--- src/logic/regFilePkg.sv ---
//////////////////////////////
// Register file widths, operand types
// and source register-ID codes
//////////////////////////////

`default_nettype none

package regFilePkg;

	localparam int dataWidth = 64;
	localparam int pcWidth = 48;
	localparam int immWidth = 33;	// Bit 32 carries the sign
	localparam int regIdWidth = 6;
	localparam int gprCount = 32;

	typedef logic [dataWidth-1:0] dataT;
	typedef logic [regIdWidth-1:0] regIdT;
	typedef logic [immWidth-1:0] immT;
	typedef logic [pcWidth-1:0] pcT;

	// IDs 0 to 31 name the general registers
	// With the top bit set an ID names some other source
	localparam regIdT idDlr = 6'd32;
	localparam regIdT idDhr = 6'd33;
	localparam regIdT idSp = 6'd34;
	localparam regIdT idPc = 6'd35;	// Rs port only
	localparam regIdT idImm = 6'd36;	// Lane immediate
	localparam regIdT idZero = 6'd37;	// Also "no destination"

endpackage

`default_nettype wire
--- src/logic/operandSelect.sv ---
//////////////////////////////
// Source ID decode to register
// value or constant operand
//////////////////////////////

`timescale 1ns/10ps
`default_nettype none

module operandSelect #(
	parameter bit hasPcSource = 1'b0
) (
	input regFilePkg::regIdT sourceId,
	input regFilePkg::dataT gprValue,
	input regFilePkg::dataT dlrValue,
	input regFilePkg::dataT dhrValue,
	input regFilePkg::dataT spValue,
	input regFilePkg::pcT pcValue,
	input regFilePkg::immT immValue,
	output regFilePkg::dataT value,
	output logic isConstant
);

	localparam int topBit = regFilePkg::regIdWidth - 1;
	localparam int pcPad = regFilePkg::dataWidth - regFilePkg::pcWidth;
	localparam int immPad = regFilePkg::dataWidth - regFilePkg::immWidth;

	regFilePkg::dataT pcOperand;
	regFilePkg::dataT immOperand;

	// PC with the low bit cleared
	assign pcOperand = {{pcPad{1'b0}}, pcValue[regFilePkg::pcWidth-1:1], 1'b0};
	assign immOperand = {{immPad{immValue[regFilePkg::immWidth-1]}}, immValue};

	always_comb begin
		value = '0;
		isConstant = 1'b0;
		if (!sourceId[topBit]) begin
			value = gprValue;
		end else begin
			case (sourceId)
				regFilePkg::idDlr: value = dlrValue;
				regFilePkg::idDhr: value = dhrValue;
				regFilePkg::idSp: value = spValue;
				regFilePkg::idPc: begin
					if (hasPcSource) begin
						value = pcOperand;
					end
				end
				regFilePkg::idImm: begin
					value = immOperand;
					isConstant = 1'b1;
				end
				regFilePkg::idZero: isConstant = 1'b1;
				default: value = '0;	// Unused IDs read as zero
			endcase
		end
	end

endmodule

`default_nettype wire

--- config.mk ---
export PLATFORM = sky130hd
export DESIGN_NAME = operandSelect
export DESIGN_NICKNAME = d
export VERILOG_FILES = /design/src/logic/regFilePkg.sv /design/src/logic/operandSelect.sv
export SDC_FILE = /design/constraint.sdc
export NUM_CORES = 1
export LEC_CHECK = 0
export ABC_CLOCK_PERIOD_IN_PS = 2900
export BUFFER_PORTS_ARGS = -buffer_cell sky130_fd_sc_hd__buf_2
export CAP_MARGIN = 10
export CORE_AREA = 2 2 156 158
export DETAILED_ROUTE_END_ITERATION = 8
export DIE_AREA = 0 0 158 160
export SLEW_MARGIN = 5
export SYNTH_ARGS = -nofsm -noshare
export SYNTH_HDL_FRONTEND = slang
export SYNTH_SLANG_ARGS = --single-unit
--- constraint.sdc ---
create_clock -name vclk -period 2.9
set_input_delay 0.58 -clock vclk [all_inputs]
set_output_delay 0.58 -clock vclk [all_outputs]
set_load 0.02 [all_outputs]
# Yosys cells after proc, flatten, opt, wreduce, memory -nomap -nowiden
# Index checks and enable logic that the tools add are counted.
# op_classes
n_addsub	0
multipliers	0
div_mod_pow	0
order_cmp	0
eq_ne	5
shifts	0
mux	4
bitwise_logic	0
reduce_logical	1
# op_table
cell	count
64-bit one-hot mux with 4 select lines	1
64-bit two-way mux	1
6-bit == test (second input constant)	5
1-bit two-way mux	2
2-bit OR reduction	1
# word_totals
register_bits	0
latchBits	0
ramBits	0
romBits	0
in_bits	343
output_inout_bits	65
wordCells	10
n_memories	0

# Longest topological paths before layout
# depth
ltp_word	4
mapped_depth	6
depth_no_buf	3

# Worst setup path after synthesis
# OpenSTA, ideal clock, no wires.
# synth_path
path_type	input port to output port
startpoint	input sourceId[1]
endpoint	output value[33]
t_arrival_ns	1.830
required_ns	2.320
path_slack_ns	0.490
path_stages	5
path_cell_list	or4b_1 > buf_2 > buf_6 > o32ai_2 > a211o_1
# synth_via
elab_chain_cells	3
elab_cells_between_ends	6
classes_between	4 x eq/ne; 2 x mux
# synth_rtl
item	line_no	rtl
start, declared	operandSelect.sv:12	input regFilePkg::regIdT sourceId,
6-bit == test	operandSelect.sv:40	case (sourceId)
64-bit one-hot mux with 4 select lines (*)	operandSelect.sv:40	
64-bit two-way mux (*)	operandSelect.sv:37	if (!sourceId[topBit]) begin
end, declared	operandSelect.sv:19	output regFilePkg::dataT value,
# Mark *: on every way between the ends. The rest lies on a longest branch, timed or not.

# Final worst setup path
# layout_path
startpoint	input sourceId[1]
endpoint	output value[63]
# The elaborated chain is that of the path after synthesis.

==> results by group <==
Run status
  – Status: complete, no violations

Synthesis
  – Seq/Total Area, Yosys: 0%
  – Mapped Area: 0.00300 sq mm
  – YS warnings: 0
  – Synthesized area per cell: 7.18 sq um
  – Syn Nets: 760
  – Gate Count Post-Synth: 417
  – Synth unique cells: 23

Placement
  – I/O Buffers: 360
  – DP HPWL: 12600 microns
  – Dpl cell area: 0.00527 sq mm
  – Routability Congestion: 0.822

STA
  – Fin. max-slew vios: 0
  – Fin crit share: 97.6%
  – Final Hold Vio Count: 0
  – Finish-stage setup viols: 0
  – Worst rel slew slack: 62.1%
  – Setup TNS Final: 0 ns
  – Fmax: 0.353 GHz
  – Min Tclk post-route: 2.83 ns
  – RSZ-0062 raised after global routing: no
  – Worst Tran Pin Value: 0.569 ns

Die
  – Core Area: 0.0238 sq mm
  – Number of primary I/O pins: 408
  – Die height: 160 microns
  – Placement row count: 57
  – Die ar.: 0.0253 sq mm
  – Die Wd: 158 microns
  – Initial core utilization: 12.6%

Min path
  – Min-Delay Endpoint: value[61]
  – Worst min path class: in2out
  – Worst Hold Depth: 3
  – Hold Startpoint: spValue[61]

Layout
  – Sequential cell area: 0 sq um
  – Final nets: 1091
  – # clk buffers: 0
  – Seq_cells: 0
  – Most frequent cells in the layout: buf_2 (358), and3b_1 (64), nand3_1 (64)
  – Final instance area: 0.00527 sq mm
  – Antenna cells: 0
  – Most common cell after layout, fill and taps aside: buf_2
  – Layout cells sized above 1: 56.4%
  – Area grow syn2layout: 76.0%
  – Post-route core utilization: 22.1%

Setup path
  – CP max FO: 32
  – Most frequent cell on the critical path: buf_2
  – Largest stage delay, worst path: 0.70 ns
  – CP startpoint kind: primary input
  – Cell chain of the critical path: buf_2 -> or4b_2 -> buf_12 -> o32ai_1 -> a211o_1 -> buf_2
  – Critical Path End Type: output pin
  – CP required: 2.32 ns
  – Crit-path slowest cell: or4b_2
  – Critical path arrival: 2.25 ns
  – Critical path type: in2out

GRT
  – Vias in the first global route: 4259
  – Met2 usage: 20.9%
  – Antenna violations before repair: 0
  – First-pass GRT wire length: 22200 microns
  – Met3 GRT Util: 1.30%
  – Busiest grt layer: met2
  – Gr ovfl total: 0
  – GRT met1 Usage: 12.8%
  – Tot GR Track Use: 10.8%
  – Pin count of the biggest net entering global routing: 65

Power and ir drop
  – Leak pwr: 0.00308 uW
  – Max VDD drop: 57.5 uV
  – Power per standard cell area: 125 mW/mm^2

Routing
  – Wirelength, routed: 15400 microns
  – Via count: 4623
  – First-pass iteration count of the detailed router: 4
  – Initial DRC count: 255
  – WL/cell: 14.4 microns
  – Vias per inst: 4.32
  – Antenna viol nets, final: 0
  – DRC errors left: 0

Flow run
  – Max cap viols: 0

Clocking
  – Post-CTS resize count: 0
  – # Post-CTS Setup Buffers: 0
  – # hold bufs at CTS: 0
synthesized netlist by cell type:
cell	number	area, sq um
a211o_1	32	280
and2_0	1	6.26
and2_1	1	6.26
and3b_1	64	561
and4b_1	1	10.0
buf_1	4	15.0
buf_2	15	75.1
buf_6	3	33.8
clkbuf_1	35	131
inv_1	32	120
mux2i_1	32	320
nand2b_1	32	200
nand3_1	64	320
nand4_1	32	200
nor3_1	1	5.00
nor3b_1	1	7.51
nor3b_2	1	12.5
nor4b_2	1	15.0
o21ai_0	25	125
o21ai_1	7	35.0
o32ai_1	2	17.5
o32ai_2	30	488
or4b_1	1	10.0
cell type report:
cell class         count  area, sq um
multi-input cells    328         2650
inverters             32          120
fillers             2718        18500
repair buffers       386         2100
well taps            324          405
worst max path at each step:
stage	start	to	cells past startpoint
floorplan	sourceId[1]	value[33]	5
global placement	sourceId[1]	value[47]	8
detailed placement	sourceId[1]	value[32]	6
CTS	sourceId[1]	value[50]	6
global route	sourceId[0]	value[6]	6
finish	sourceId[1]	value[63]	6
power breakdown:
part	internal (uW)	switching, uW	total, uW	leakage (uW)
combinational	325	335	660	0.00308
clock	0	0	0	0
sequential	0	0	0	0
total	325	335	660	0.00308
metrics by stage:
| stage | hold WS (ns) | instances | setup slack, ns | power [uW] |
|---|---|---|---|---|
| floorplan | 1.36 | 417 | 0.490 | 331 |
| global placement | 1.48 | 1070 | 0.105 | 652 |
| detailed placement | 1.48 | 1070 | 0.0836 | 659 |
| CTS | 1.48 | 1070 | 0.0843 | 661 |
| global route | 1.49 | 1070 | 0.0186 | 713 |
| finish | 1.48 | 1070 | 0.0700 | 660 |
cell families after synthesis:
logic type,count (synthesis),share of synthesized area (%)
AO/OA/AOI/OAI,96,31.6
AND/OR/NAND/NOR,200,45.2
buffers and inverters,89,12.5
multiplexers,32,10.7
per-layer routing:
| layer | part of all wire [%] | up-vias |
|---|---|---|
| met5 | 0 | - |
| met4 | 1.4 | 0 |
| met3 | 7.7 | 26 |
| met2 | 51 | 259 |
| met1 | 40 | 2083 |
| li1 | - | 2255 |
worst max-delay path, delay by kind of cell:
family	cells	cell delay [ns]
and+or+nand+nor	1	0.70
AOI/OAI and AO/OA	2	0.46
buffers and inverters	3	0.48
No activity file was read; power rests on OpenSTA's default activity.
