File: src/logic/regFilePkg.sv
//////////////////////////////
// Register file widths, operand types
// and source register-ID codes
//////////////////////////////

`default_nettype none

package regFilePkg;

	localparam int dataWidth = 64;
	localparam int pcWidth = 48;
	localparam int immWidth = 33;	// Bit 32 carries the sign
	localparam int regIdWidth = 6;
	localparam int gprCount = 32;

	typedef logic [dataWidth-1:0] dataT;
	typedef logic [regIdWidth-1:0] regIdT;
	typedef logic [immWidth-1:0] immT;
	typedef logic [pcWidth-1:0] pcT;

	// IDs 0 to 31 name the general registers
	// With the top bit set an ID names some other source
	localparam regIdT idDlr = 6'd32;
	localparam regIdT idDhr = 6'd33;
	localparam regIdT idSp = 6'd34;
	localparam regIdT idPc = 6'd35;	// Rs port only
	localparam regIdT idImm = 6'd36;	// Lane immediate
	localparam regIdT idZero = 6'd37;	// Also "no destination"

endpackage

`default_nettype wire
File: src/logic/forwardNetwork.sv
//////////////////////////////
// In-flight result forwarding
// for one source port
//////////////////////////////

`timescale 1ns/10ps
`default_nettype none

module forwardNetwork (
	input regFilePkg::regIdT sourceId,
	input regFilePkg::dataT baseValue,
	input logic isConstant,
	input regFilePkg::regIdT ex1IdA,
	input regFilePkg::dataT ex1ValueA,
	input regFilePkg::regIdT ex1IdB,
	input regFilePkg::dataT ex1ValueB,
	input regFilePkg::regIdT ex2IdA,
	input regFilePkg::dataT ex2ValueA,
	input regFilePkg::regIdT ex2IdB,
	input regFilePkg::dataT ex2ValueB,
	input regFilePkg::regIdT ex3IdA,
	input regFilePkg::dataT ex3ValueA,
	input regFilePkg::regIdT ex3IdB,
	input regFilePkg::dataT ex3ValueB,
	output regFilePkg::dataT value
);

	// Youngest stage first, lane A ahead of lane B
	always_comb begin
		value = baseValue;
		if (!isConstant) begin
			if (sourceId == ex1IdA) begin
				value = ex1ValueA;
			end else if (sourceId == ex1IdB) begin
				value = ex1ValueB;
			end else if (sourceId == ex2IdA) begin
				value = ex2ValueA;
			end else if (sourceId == ex2IdB) begin
				value = ex2ValueB;
			end else if (sourceId == ex3IdA) begin
				value = ex3ValueA;	// Not yet in the array
			end else if (sourceId == ex3IdB) begin
				value = ex3ValueB;
			end
		end
	end

endmodule

`default_nettype wire

File: config.mk
export PLATFORM = sky130hd
export DESIGN_NAME = forwardNetwork
export DESIGN_NICKNAME = d
export VERILOG_FILES = /design/src/logic/regFilePkg.sv /design/src/logic/forwardNetwork.sv
export SDC_FILE = /design/constraint.sdc
export NUM_CORES = 1
export LEC_CHECK = 0
export BUFFER_PORTS_ARGS = -buffer_cell sky130_fd_sc_hd__buf_2
export CORE_AREA = 3 3 215 217
export DETAILED_ROUTE_END_ITERATION = 8
export DIE_AREA = 0 0 218 220
export RECOVER_POWER = 25
export SYNTH_ARGS = -nofsm -noshare
export SYNTH_HDL_FRONTEND = slang
export SYNTH_SLANG_ARGS = --single-unit
export TNS_END_PERCENT = 30
File: constraint.sdc
create_clock -name vclk -period 4.9
set_input_delay 0.49 -clock vclk [all_inputs]
set_output_delay 0.49 -clock vclk [all_outputs]
set_load 0.05 [all_outputs]
Word level (Yosys, flattened, before mapping)
Cells that the tools add are included.
{"block": "totals", "reg_bits": 0, "input_bits": 491, "out_inout_bits": 64, "elab_cells": 13}
{"block": "op_classes", "n_eq_ne": 6, "n_mux": 7}
{"op": "64-bit 2-to-1 mux", "n": 7}
{"op": "6-bit == test", "n": 6}

Longest topological paths before layout
{"block": "logic_depth", "depth_word": 8, "depth_mapped": 9, "depth_no_buf": 6}

Worst setup path after synthesis
No wires, ideal clock.
{"block": "synth_timing", "kind": "input port to output port", "startpoint": "input sourceId[5]", "endpoint": "output value[10]", "arrival_time_ns": 2.614, "required_ns": 4.410, "path_slack_ns": 1.796, "path_stages": 9, "n_path_buf": 3, "cell_sequence": "buf_6 xor2_2 nor4_4 o211a_1 buf_6 buf_6 a221oi_1 o22a_1 a21oi_1"}
{"block": "synth_via", "elab_chain_cells": 8, "elab_cells_between_ends": 13, "classes_between": "6 x eq/ne; 7 x mux"}
{"item": "from (decl)", "line_no": "forwardNetwork.sv:10", "source": "input regFilePkg::regIdT sourceId,"}
{"item": "6-bit == test", "line_no": "forwardNetwork.sv:42", "source": "end else if (sourceId == ex3IdB) begin"}
{"item": "64-bit 2-to-1 mux", "line_no": "forwardNetwork.sv:42"}
{"item": "64-bit 2-to-1 mux", "line_no": "forwardNetwork.sv:40", "source": "end else if (sourceId == ex3IdA) begin"}
{"item": "64-bit 2-to-1 mux", "line_no": "forwardNetwork.sv:38", "source": "end else if (sourceId == ex2IdB) begin"}
{"item": "64-bit 2-to-1 mux", "line_no": "forwardNetwork.sv:36", "source": "end else if (sourceId == ex2IdA) begin"}
{"item": "64-bit 2-to-1 mux", "line_no": "forwardNetwork.sv:34", "source": "end else if (sourceId == ex1IdB) begin"}
{"item": "64-bit 2-to-1 mux (*)", "line_no": "forwardNetwork.sv:32", "source": "if (sourceId == ex1IdA) begin"}
{"item": "64-bit 2-to-1 mux (*)", "line_no": "forwardNetwork.sv:31", "source": "if (!isConstant) begin"}
{"item": "to (decl)", "line_no": "forwardNetwork.sv:25", "source": "output regFilePkg::dataT value"}
Mark *: on every way between the ends. The rest lies on a longest branch, timed or not.

Final worst setup path
{"block": "layout_timing", "startpoint": "input sourceId[1]", "endpoint": "output value[18]"}
The elaborated chain is that of the path after synthesis.

==> results.md <==
* Outcome: finished with violations
* Failing checks: capacitance limit, slew limit
* Rows at 77
* Share of the synthesized area in the top cell type at 11.0%
* Commonest cells after routing, fill and taps aside: 541 x buf_2, 66 x nor2_1
* Initial antenna violation count at 5
* Setup TNS at 0 ps
* Cells after Synth at 738
* Synthesis Warnings at 0
* Sequential share of the synthesized area at 0%
* CP Launch Type: input pin
* Fmax at 229 MHz
* Hold buffers post-CTS at 0
* Multi-input logic area at 0.00456 mm^2
* Crit path capture type: primary output
* Peak supply drop at 54.2 uV
* Share of cells above drive strength 1 at roughly 48%
* Fillcell total at 5091
* Hold Path End: value[53]
* DPL Wire Length at ~33000 um
* Die footprint at 0.0480 mm^2
* Flip-flop and latch count at 0
* Pleak at 3.81 nW
* Post-synth cell types at 29
* Largest net degree at the start of global routing at 71
* Die Span Y at 220 um
* Mean Syn Cell Area at 6.93 um^2
* Vias at 9075
* Post-CTS resize count at 0
* Mapped Area at between 0.005 and 0.006 mm^2
* Max FO, Critical Path at 34
* Post-synth top area cell: a221oi_1
* Hold-critical path depth at 4
* Tmin final at 4370 ps
* Post-Syn Nets at 1229
* Total of max-cap violations at 1
* Total routed wirelength at 42500 um
* Final Hold Viols at 0
* DRC at 0
* NumNets Final at ~1.7k
* Pre-CTS WS at ~820 ps
* Vias in the first global route at roughly 8.8k
* Setup violators final at 0
* Port Buffers at between 500 and 600
* Post-DRT Antenna Nets at 0
* Width of the chip at 218 um
* Commonest non-fill, non-tap cell in the layout: buf_2
* Starting Density at 11.5%
* Max-slew headroom at -41.4%
* Layout clock buffers at 0
* Seq. cell area at 0 um^2
* First-pass GRT wire length at 58100 um
* Slew @ Worst Pin at 2110 ps
* GRT Residual Overflow at 0
* Final Worst Setup Slack at 533 ps
* Unrepaired setup endpoints after global routing: no
* Vias/cell at 5.02
* Setup Fix Bufs, Post-CTS at 0
* Critical setup path kind: input pin to primary output
* Crit path DAT at 3880 ps
* Hold_sp: ex1ValueA[53]
* Routability-driven placement congestion ratio at between 1 and 1.5
* Area delta synth->final at 62.7%
* Power Dens Cells at 109 mW/mm^2
* Global Route Usage Sum at between 10% and 20%
* DR WL/cell at 23.5 um
* Largest cells by area after synthesis: a221oi_1 11%, o221ai_1 11%, o22a_1 11%, a211oi_1 9.4%, o31ai_1 9.4%
* TritonRoute pass-1 iters at 5
* Fin. max-slew vios at 35
* WP data required at roughly 4400 ps
* Core Area at 0.0443 mm^2
* Initial DRC Count at 987
* Crit share post-route at between 80% and 90%
* Min-delay worst type: input pin to primary output
* Io pins at 555
-- routing by layer --
layer	up-vias	routed length, um	share of wire (%)	global-route usage, %
met3	81	4080	9.6	2.15
met5	-	27	0.064	0
met2	728	20600	49	28.2
li1	3998	-	-	-
met1	4264	16600	39	20.4
met4	4	1090	2.6	3.33
-- final cells by class --
class	count	share of cell area, %
diodes	2	0.0601
multi-input cells	634	54.8
well taps	592	8.90
repair buffers	580	36.2
-- power breakdown --
part	switching (W)	internal, W	total, W
Sequential	0	0	0
Combinational	0.000571	0.000336	0.000908
Clock	0	0.0000000000547	0.0000000000547
-- logic make-up (layout without fill, tap and decap cells) --
group                  Yosys count  after routing  share of synthesized area [%]
AO/OA/AOI/OAI                  387            387                           58.7
XOR/XNOR                        36             36                           6.31
buffers and inverters          104            580                           12.0
other                            0              2                              0
AND/OR/NAND/NOR                211            211                           22.9
-- worst max-delay path, stage by stage --
cell      delay [ps]
buf_2            160
xor2_1           170
nor4_1           790
a31oi_2          920
buf_4            590
a21oi_1          210
clkbuf_1         480
-- metrics by stage --
step / cell area, um^2 / std cells / hold WS, ps / power (W) / util, %
2_1_floorplan: 5120 / 738 / 1340 / 0.000512 / -
3_3_place_gp: 8340 / 1806 / 1490 / 0.000899 / 18.8
3_5_place_dp: 8340 / 1806 / 1480 / 0.000900 / 18.8
4_1_cts: 8340 / 1806 / 1490 / 0.000902 / 18.8
5_1_grt: 8320 / 1807 / 1510 / 0.000959 / 18.8
6_report: 8320 / 1808 / 1490 / 0.000908 / 18.8
-- how the worst max path moves through the flow --
stage	from	to	depth (start not counted)
3_5_place_dp	sourceId[1]	value[25]	7
5_1_grt	sourceId[1]	value[10]	7
4_1_cts	sourceId[1]	value[59]	8
2_1_floorplan	sourceId[5]	value[10]	9
3_3_place_gp	sourceId[1]	value[25]	7
6_report	sourceId[1]	value[18]	7
-- synthesized netlist by cell type (2+ instances only) --
master    number
buf_4         11
xor2_1        21
o31ai_1       64
nand2_1        3
or2_2          2
o22a_1        64
a221oi_1      64
nor4_2         2
xnor2_1       14
nor2_1        68
buf_6         22
nand2b_1      64
a21oi_1       64
and3_1        64
a211oi_1      64
clkbuf_1      57
o221ai_1      64
nand4_1        2
buf_2         14
Note: power is estimated with default switching activity, not from simulation.
