[config.mk]
export PLATFORM = sky130hd
export DESIGN_NAME = specialReg
export DESIGN_NICKNAME = d
export VERILOG_FILES = /design/src/logic/regFilePkg.sv /design/src/logic/specialReg.sv
export SDC_FILE = /design/constraint.sdc
export NUM_CORES = 1
export LEC_CHECK = 0
export ABC_AREA = 1
export ABC_CLOCK_PERIOD_IN_PS = 1000
export BUFFER_PORTS_ARGS = -buffer_cell sky130_fd_sc_hd__buf_2
export CAP_MARGIN = 25
export CORE_ASPECT_RATIO = 0.8
export CORE_MARGIN = 4
export CORE_UTILIZATION = 45
export DETAILED_ROUTE_END_ITERATION = 10
export PLACE_DENSITY = 0.91
export SETUP_SLACK_MARGIN = 0.15
export SLEW_MARGIN = 10
export SYNTH_ARGS = -nofsm -noshare
export SYNTH_HDL_FRONTEND = slang
export SYNTH_SLANG_ARGS = --single-unit
export TNS_END_PERCENT = 1
[constraint.sdc]
create_clock -name clock -period 1 [get_ports clock]
set_input_delay 0.1 -clock clock [delete_from_list [all_inputs] [get_ports clock]]
set_output_delay 0.1 -clock clock [all_outputs]
set_load 0.02 [all_outputs]
[src/logic/regFilePkg.sv]
//////////////////////////////
// Register file widths, operand types
// and source register-ID codes
//////////////////////////////

`default_nettype none

package regFilePkg;

	localparam int dataWidth = 64;
	localparam int pcWidth = 48;
	localparam int immWidth = 33;	// Bit 32 carries the sign
	localparam int regIdWidth = 6;
	localparam int gprCount = 32;

	typedef logic [dataWidth-1:0] dataT;
	typedef logic [regIdWidth-1:0] regIdT;
	typedef logic [immWidth-1:0] immT;
	typedef logic [pcWidth-1:0] pcT;

	// IDs 0 to 31 name the general registers
	// With the top bit set an ID names some other source
	localparam regIdT idDlr = 6'd32;
	localparam regIdT idDhr = 6'd33;
	localparam regIdT idSp = 6'd34;
	localparam regIdT idPc = 6'd35;	// Rs port only
	localparam regIdT idImm = 6'd36;	// Lane immediate
	localparam regIdT idZero = 6'd37;	// Also "no destination"

endpackage

`default_nettype wire
[src/logic/specialReg.sv]
//////////////////////////////
// One special register, written
// by either lane or loaded
//////////////////////////////

`timescale 1ns/10ps
`default_nettype none

module specialReg #(
	parameter regFilePkg::regIdT regId = regFilePkg::idDlr
) (
	input logic clock,
	input logic reset,
	input logic commit,
	input regFilePkg::regIdT writeIdA,
	input regFilePkg::dataT writeValueA,
	input regFilePkg::regIdT writeIdB,
	input regFilePkg::dataT writeValueB,
	input regFilePkg::dataT loadValue,
	output regFilePkg::dataT value
);

	always_ff @(posedge clock) begin
		if (reset) begin
			value <= '0;
		end else if (commit) begin
			if (writeIdB == regId) begin
				value <= writeValueB;	// Lane B has priority
			end else if (writeIdA == regId) begin
				value <= writeValueA;
			end else begin
				value <= loadValue;	// Follow the outside copy
			end
		end
	end

endmodule

`default_nettype wire

# After elaboration in Yosys (flattened, before gate mapping)
# Cells that the tools add are included.
totals:
  ff_bits: 64
  in_bits: 207
  output_inout_bits: 64
  word_cells: 5
classes:
  n_eq_ne: 2
  muxes: 2
ops:
  columns: ["op", "count"]
  rows:
  - ["64-bit two-way mux", 2]
  - ["6-bit == test, second input constant", 2]

# Logic depth before layout (Yosys ltp)
# Gate-level depths: netlist of the first run.
logic_depth:
  ltp_word: 3
  ltp_mapped: 8
  mapped_depth_nobuf: 6

# Worst setup path after synthesis of the first run
# OpenSTA, ideal clock, no wires.
synth_timing:
  kind: "input port to flip-flop"
  start: "input port writeIdA[1]"
  end: "register value[8]"
  setup_time_ns: 0.122
  arrival_ns: 0.779
  required_ns: 0.878
  slack_ns: 0.099
  cell_stages: 6
  path_buffers: 2
  cell_sequence: "nor2_2 buf_4 buf_4 nand4_1 nand3_1 a21oi_2"
synth_via:
  elab_chain_len: 3
synth_lines:
  columns: ["element", "line", "text"]
  rows:
  - ["start: declaration", "specialReg.sv:15", "input regFilePkg::regIdT writeIdA,"]
  - ["6-bit == test", "specialReg.sv:29", "end else if (writeIdA == regId) begin"]
  - ["64-bit two-way mux", "specialReg.sv:29", null]
  - ["64-bit two-way mux", "specialReg.sv:27", "if (writeIdB == regId) begin"]
  - ["end signal: assignment", "specialReg.sv:28", "value <= writeValueB;"]
  - ["end signal: assignment", "specialReg.sv:30", "value <= writeValueA;"]
  - ["end signal: assignment", "specialReg.sv:32", "value <= loadValue;"]
  - ["end: declaration", "specialReg.sv:20", "output regFilePkg::dataT value"]
# No other way between the ends.
# A chain may end at the register's enable or synchronous reset.

# Worst setup path in the final report of the first run
layout_timing:
  start: "register value[61]"
  end: "output port value[61]"
# No word-level cell between the ends.

==> results.json, run 1 <==
{
  "status": "finished, final reports clean",
  "skew_ns": 0,
  "first_global_vias": 5766,
  "core.rowCount": 32,
  "path_clk_slew_ns": 0.06,
  "ir_drop_mv": 1.22,
  "setup_viol": 0,
  "cts_sinks": 64,
  "crit_family": "flip-flops",
  "area_growth_pct": 48.6,
  "clockRootBuffer": "clkbuf_16",
  "finalCriticalPeriod_ns": 0.894,
  "grt_usage_pct": 27.5,
  "nets": 1231,
  "io_buffer_count": 270,
  "worst_setup_path_start_kind": "flop",
  "yosysWarnings": 0,
  "fin_ws_ns": 0.106,
  "wl_per_cell_um": 14.7,
  "cp.buffers_inverters": 1,
  "pwr-share-seq_pct": 33.8,
  "switching_share_pct": 28.0,
  "fmax_mhz": 1120,
  "rsz0062_at_grt": "true",
  "cts_tree": "yes",
  "grt_remaining_overflow": 0,
  "p_switching_mw": 2.40,
  "die_w_um": 122,
  "finalWirelength_um": 17100,
  "start_util_pct": 47.1,
  "multi_input_area_mm2": 0.00227,
  "cts_buffers": 9,
  "crit_path_cell_trace": "buf_6",
  "critPathKind": "flop to output port",
  "worstMarginPinSlew_ns": 0.331,
  "layout_worst_path_cycle_share_pct": 89.4,
  "die-height_um": 99.0,
  "regArea_mm2": 0.00134,
  "grt_first_pass_wirelength_um": 27000,
  "dp_slack_ns": -0.170,
  "ys_types": 18,
  "slowest_delay_ns": 0.35,
  "antenna_found_initial": 0,
  "hp-class": "primary input to flop",
  "first_iter_violations": 433,
  "viasPerCell": 5.18,
  "ys_ff_latch": 64,
  "cts_setup_buffers": 0,
  "io_pins": 271,
  "p_per_area_mw_per_mm2": 1240,
  "vias": 6031,
  "grt_max_degree": 59,
  "hpwl_um": 11900,
  "fill_cells": 787,
  "final_util_pct": 70.0,
  "routabilityCongestion": 0.856,
  "drcViolationCount": 0,
  "cp_max_fo": 2,
  "cap_violations": 0,
  "leakage_nw": 4.07,
  "largest_register_ffs": 64,
  "required_ns": 0.90,
  "synth_seq_area_share_pct": 27.5,
  "pwr-share-clk_pct": 42.1,
  "drt_pre_antenna_iters": 6,
  "cp_slowest_cell": "dfxtp_2",
  "die_area_mm2": 0.0121,
  "syn_area_mm2": 0.00466,
  "clkLatencyLatePin_ns": 0.32,
  "slew_headroom_pct": 78.0,
  "clockBufferDepth": 2,
  "max_flop_register": "value",
  "antennaDiodeCount": 0,
  "reg_top3": "value: 64 flops",
  "finalHoldViolCount": 0,
  "internal-power_mw": 6.16,
  "core_mm2": 0.00989,
  "synth_fp_nets": 983,
  "drv_slew": 0,
  "syn_inst": 776,
  "arrival_ns": 0.79,
  "final_layout_size_suffix_gt1_share_pct": 40.1,
  "syn_area_per_cell_um2": 6.00,
  "combPwrFrac_pct": 24.1,
  "end_kind": "output port",
  "cts_max_level": 3,
  "antenna_left": 0
}
==> logic make-up (layout without fill, tap and decap cells) <==
| family | Yosys count | after routing | share of synthesized area [%] |
|---|---|---|---|
| AOI/OAI and AO/OA | 128 | 128 | 13.8 |
| DFF | 64 | 64 | 27.5 |
| buffers and inverters | 256 | 509 | 24.1 |
| and+or+nand+nor | 328 | 328 | 34.5 |
==> synth_stat cells <==
| library cell | count | area (um^2) |
|---|---|---|
| inv_1 | 193 | 724 |
| nor2_1 | 91 | 342 |
| dfxtp_1 | 64 | 1280 |
| nand2_1 | 64 | 240 |
| nand3_1 | 64 | 320 |
| nand4_1 | 64 | 400 |
| o21ai_0 | 64 | 320 |
| a21oi_1 | 63 | 315 |
| nor2_2 | 41 | 257 |
| buf_2 | 26 | 130 |
| buf_6 | 13 | 146 |
| clkbuf_1 | 12 | 45.0 |
| buf_4 | 9 | 67.6 |
| inv_2 | 3 | 11.3 |
| nor2_4 | 2 | 22.5 |
| a21oi_2 | 1 | 8.76 |
| nand3_2 | 1 | 10.0 |
| nand3_4 | 1 | 17.5 |
==> power groups by stage <==
stage	Clock [mW]	Combinational, mW	Sequential, mW
floorplan	0	0.785	3.10
detailed placement	0	1.83	2.87
CTS	3.67	2.02	2.89
global route	3.77	2.25	2.92
finish	3.60	2.06	2.90
global placement	0	1.80	2.87
==> final cells by class <==
type	instances	share of cell area (%)
timing repair buffer	297	29.7
clock buffer	9	3.25
multi-input combinational	456	32.8
sequential	64	19.4
tap	136	2.46
inverter	196	10.6
clock inverter	7	1.73
==> final timing paths <==
path | start | endpoint | slack, ns | cells after the start
setup / recovery | value[61] | value[61] | 0.11 | 1
hold / removal | loadValue[61] | value[61] | 0.11 | 5
setup reg to reg | value[38] | value[38] | 0.27 | 2
hold reg to reg | value[56] | value[56] | 0.52 | 2
==> per-stage QoR <==
stage                     instances  setup TNS, ns  total power [mW]  instance area [um^2]  hold slack (ns)
after floorplan                 776              0              3.88                  4690            0.294
after global placement         1149          -6.98              4.67                  6150            0.453
after detailed placement       1149          -8.88              4.70                  6150            0.456
after CTS                      1165              0              8.57                  6900           0.0995
after global routing           1165              0              8.93                  6930            0.118
final                          1165              0              8.56                  6930            0.111
==> layout by cell type, fill, tap and decap left out, drive strengths merged <==
master,n
o21ai,64
dfxtp,64
a21oi,64
buf,297
clkinvlp,1
nand4,64
nand2,64
nand3,66
bufinv,3
clkbuf,9
clkinv,3
inv,196
nor2,134
==> what timing repair did <==
item                                    CTS  global route
resized for setup                       160             8
pin swaps                                 0             2
endpoints found under the setup margin   64           118
endpoints found under the hold margin     0             0
hold buffers                              0             0
cloned                                    0             0
==> layer usage <==
layer	part of all wire (%)	GRT usage, %	up-vias	wire (um)
met4	2.7	9.39	0	464
li1	-	-	2909	-
met5	0	0	-	0
met3	11	7.40	52	1910
met1	38	33.2	2677	6460
met2	48	47.1	393	8240
No activity file was read; power rests on OpenSTA's default activity.
==> inputs of run 2 (changes only) <==
--- a/config.mk
+++ b/config.mk
@@ -6,13 +6,14 @@
 export NUM_CORES = 1
 export LEC_CHECK = 0
 export ABC_AREA = 1
-export ABC_CLOCK_PERIOD_IN_PS = 1000
+export ABC_CLOCK_PERIOD_IN_PS = 900
 export BUFFER_PORTS_ARGS = -buffer_cell sky130_fd_sc_hd__buf_2
 export CAP_MARGIN = 25
 export CORE_ASPECT_RATIO = 0.8
 export CORE_MARGIN = 4
 export CORE_UTILIZATION = 45
 export DETAILED_ROUTE_END_ITERATION = 10
+export HOLD_SLACK_MARGIN = 0.05
 export PLACE_DENSITY = 0.91
 export SETUP_SLACK_MARGIN = 0.15
 export SLEW_MARGIN = 10
==> constraint.sdc (replaced) <==
create_clock -name clock -period 0.9 [get_ports clock]
set_input_delay 0.09 -clock clock [delete_from_list [all_inputs] [get_ports clock]]
set_output_delay 0.09 -clock clock [all_outputs]
set_load 0.02 [all_outputs]
==> results.json, run 2 (synthesized netlist as in run 1, its figures left out) <==
{
  "critPathKind": "primary input to flop",
  "vias": 6912,
  "final_common_cell": "buf_2",
  "grt_remaining_overflow": 0,
  "first_iter_violations": 964,
  "cp_max_fo": 16,
  "arrival_ns": 1.22,
  "clkLatencyLatePin_ns": 0.31,
  "violations": "setup timing",
  "die-height_um": 99.0,
  "finalCriticalPeriod_ns": 0.977,
  "drt_pre_antenna_iters": 6,
  "ctsHoldBuffers": 0,
  "reg_top3": "value: 64 flops",
  "clockBufferDepth": 2,
  "area_growth_pct": 75.8,
  "finalWirelength_um": 24300,
  "r2r_start": "value[33]",
  "first_global_vias": 6368,
  "worst_setup_path_start_kind": "primary input",
  "cts_max_level": 3,
  "fin_ws_ns": -0.0770,
  "path_clk_slew_ns": 0.05,
  "worstMarginPinSlew_ns": 0.342,
  "p_per_area_mw_per_mm2": 1180,
  "combPwrFrac_pct": 29.5,
  "nets": 1245,
  "fin_setup_tns_ns": -1.24,
  "internal-power_mw": 6.64,
  "die_w_um": 122,
  "p_switching_mw": 3.00,
  "startpoint": "writeIdA[4]",
  "slew_headroom_pct": 76.9,
  "setup_viol": 51,
  "cap_violations": 0,
  "finalHoldViolCount": 0,
  "pwr-share-seq_pct": 33.8,
  "cts_buffers": 9,
  "r2r-end": "value[33]",
  "ir_drop_mv": 0.810,
  "fin_area_mm2": 0.00819,
  "io_buffer_count": 270,
  "power_mw": 9.64,
  "drv_slew": 0,
  "drcViolationCount": 0,
  "hpwl_um": 11800,
  "fmax_mhz": 1020,
  "largest_register_ffs": 64,
  "layout_worst_path_cycle_share_pct": 109,
  "final_layout_size_suffix_gt1_share_pct": 56.1,
  "die_area_mm2": 0.0121,
  "cts_sinks": 64,
  "fin_hold_ws_ns": 0.113,
  "core_mm2": 0.00989,
  "switching_share_pct": 31.1,
  "routabilityCongestion": 0.873,
  "grt_usage_pct": 32.8,
  "multi_input_area_mm2": 0.00308,
  "viasPerCell": 5.85,
  "antenna_found_initial": 2,
  "r2r_slack_ns": 0.09,
  "start_util_pct": 47.1,
  "core.rowCount": 32,
  "leakage_nw": 4.51,
  "final_cell_mix": "buf_2 (200), inv_1 (192), nor2_1 (87), buf_6 (75)",
  "endpoint": "value[42]",
  "max_flop_register": "value",
  "hp-class": "primary input to flop",
  "grt_first_pass_wirelength_um": 31800,
  "placed_cell_area_mm2": 0.00612,
  "clockRootBuffer": "clkbuf_16",
  "antenna_left": 0,
  "fill_cells": 499,
  "required_ns": 1.14,
  "pwr-share-clk_pct": 36.7,
  "r2r_cells": 2,
  "rsz0062_at_grt": "true",
  "status": "finished, violations left",
  "regArea_mm2": 0.00136,
  "wl_per_cell_um": 20.6,
  "grt_max_degree": 65,
  "end_kind": "flop",
  "cts_tree": "yes",
  "skew_ns": 0,
  "io_pins": 271
}
==> run 2: cell count changes in the layout (fill, tap and decap cells not counted), moves of 16 or more <==
cell     delta
nand3_1    -48
buf_6      +20
dfxtp_2    +16
a21oi_1    -40
buf_4      -18
dfxtp_1    -16
a21oi_2    +40
nand2_4    +48
nand3_2    +47
nand2_1    -53
==> run 2: worst min path at each step <==
stage | from | to | cells after the start
6_report | loadValue[19] | value[19] | 5
5_1_grt | loadValue[13] | value[13] | 5
4_1_cts | loadValue[19] | value[19] | 5
3_5_place_dp | loadValue[13] | value[13] | 5
3_3_place_gp | loadValue[23] | value[23] | 5
2_1_floorplan | reset | value[59] | 3
==> run 2: layer usage <==
metal	track usage (%)	routed length [um]	vias to the layer above
li1	-	-	2940
met1	37.3	8410	3110
met2	54.1	10900	696
met3	9.41	3390	166
met4	20.0	1640	0
met5	0	0	-
==> run 2: timing repair <==
item,CTS,global route
gates resized for setup,347,60
cloned,0,12
setup buffers,0,12
pin swaps,103,59
endpoints found under the setup margin,104,128
==> run 2: final cells by class <==
class                   count  share of cell area [%]
multi-input cells         456                    37.6
repair buffers            311                    31.0
flip-flops and latches     64                    16.6
inverters                 196                    8.98
clock buffers              13                    3.18
well taps                 136                    2.08
clock inverters             3                   0.489
diodes                      3                  0.0917
==> run 2: worst max-delay path, cell delays in order <==
cell       delay (ns)
buf_6            0.10
nor2_4           0.20
nand3_4          0.11
buf_12           0.16
clkbuf_16        0.22
nand2_4          0.10
nand3_2          0.07
a21oi_1          0.15
==> run 2: metrics by stage <==
step	worst slack (ns)	std cells	util, %
2_1_floorplan	0.0472	776	-
6_report	-0.0770	1182	82.8
3_5_place_dp	-0.261	1139	61.9
5_1_grt	-0.153	1181	82.8
3_3_place_gp	-0.201	1139	61.9
4_1_cts	-0.00265	1155	76.4
==> run 2: power groups by stage <==
stage	Combinational [mW]	Clock, mW	Sequential, mW
finish	2.84	3.54	3.26
global route	3.01	3.66	3.27
CTS	2.47	3.57	3.24
detailed placement	2.04	0	3.20
global placement	2.00	0	3.19
floorplan	0.880	0	3.44
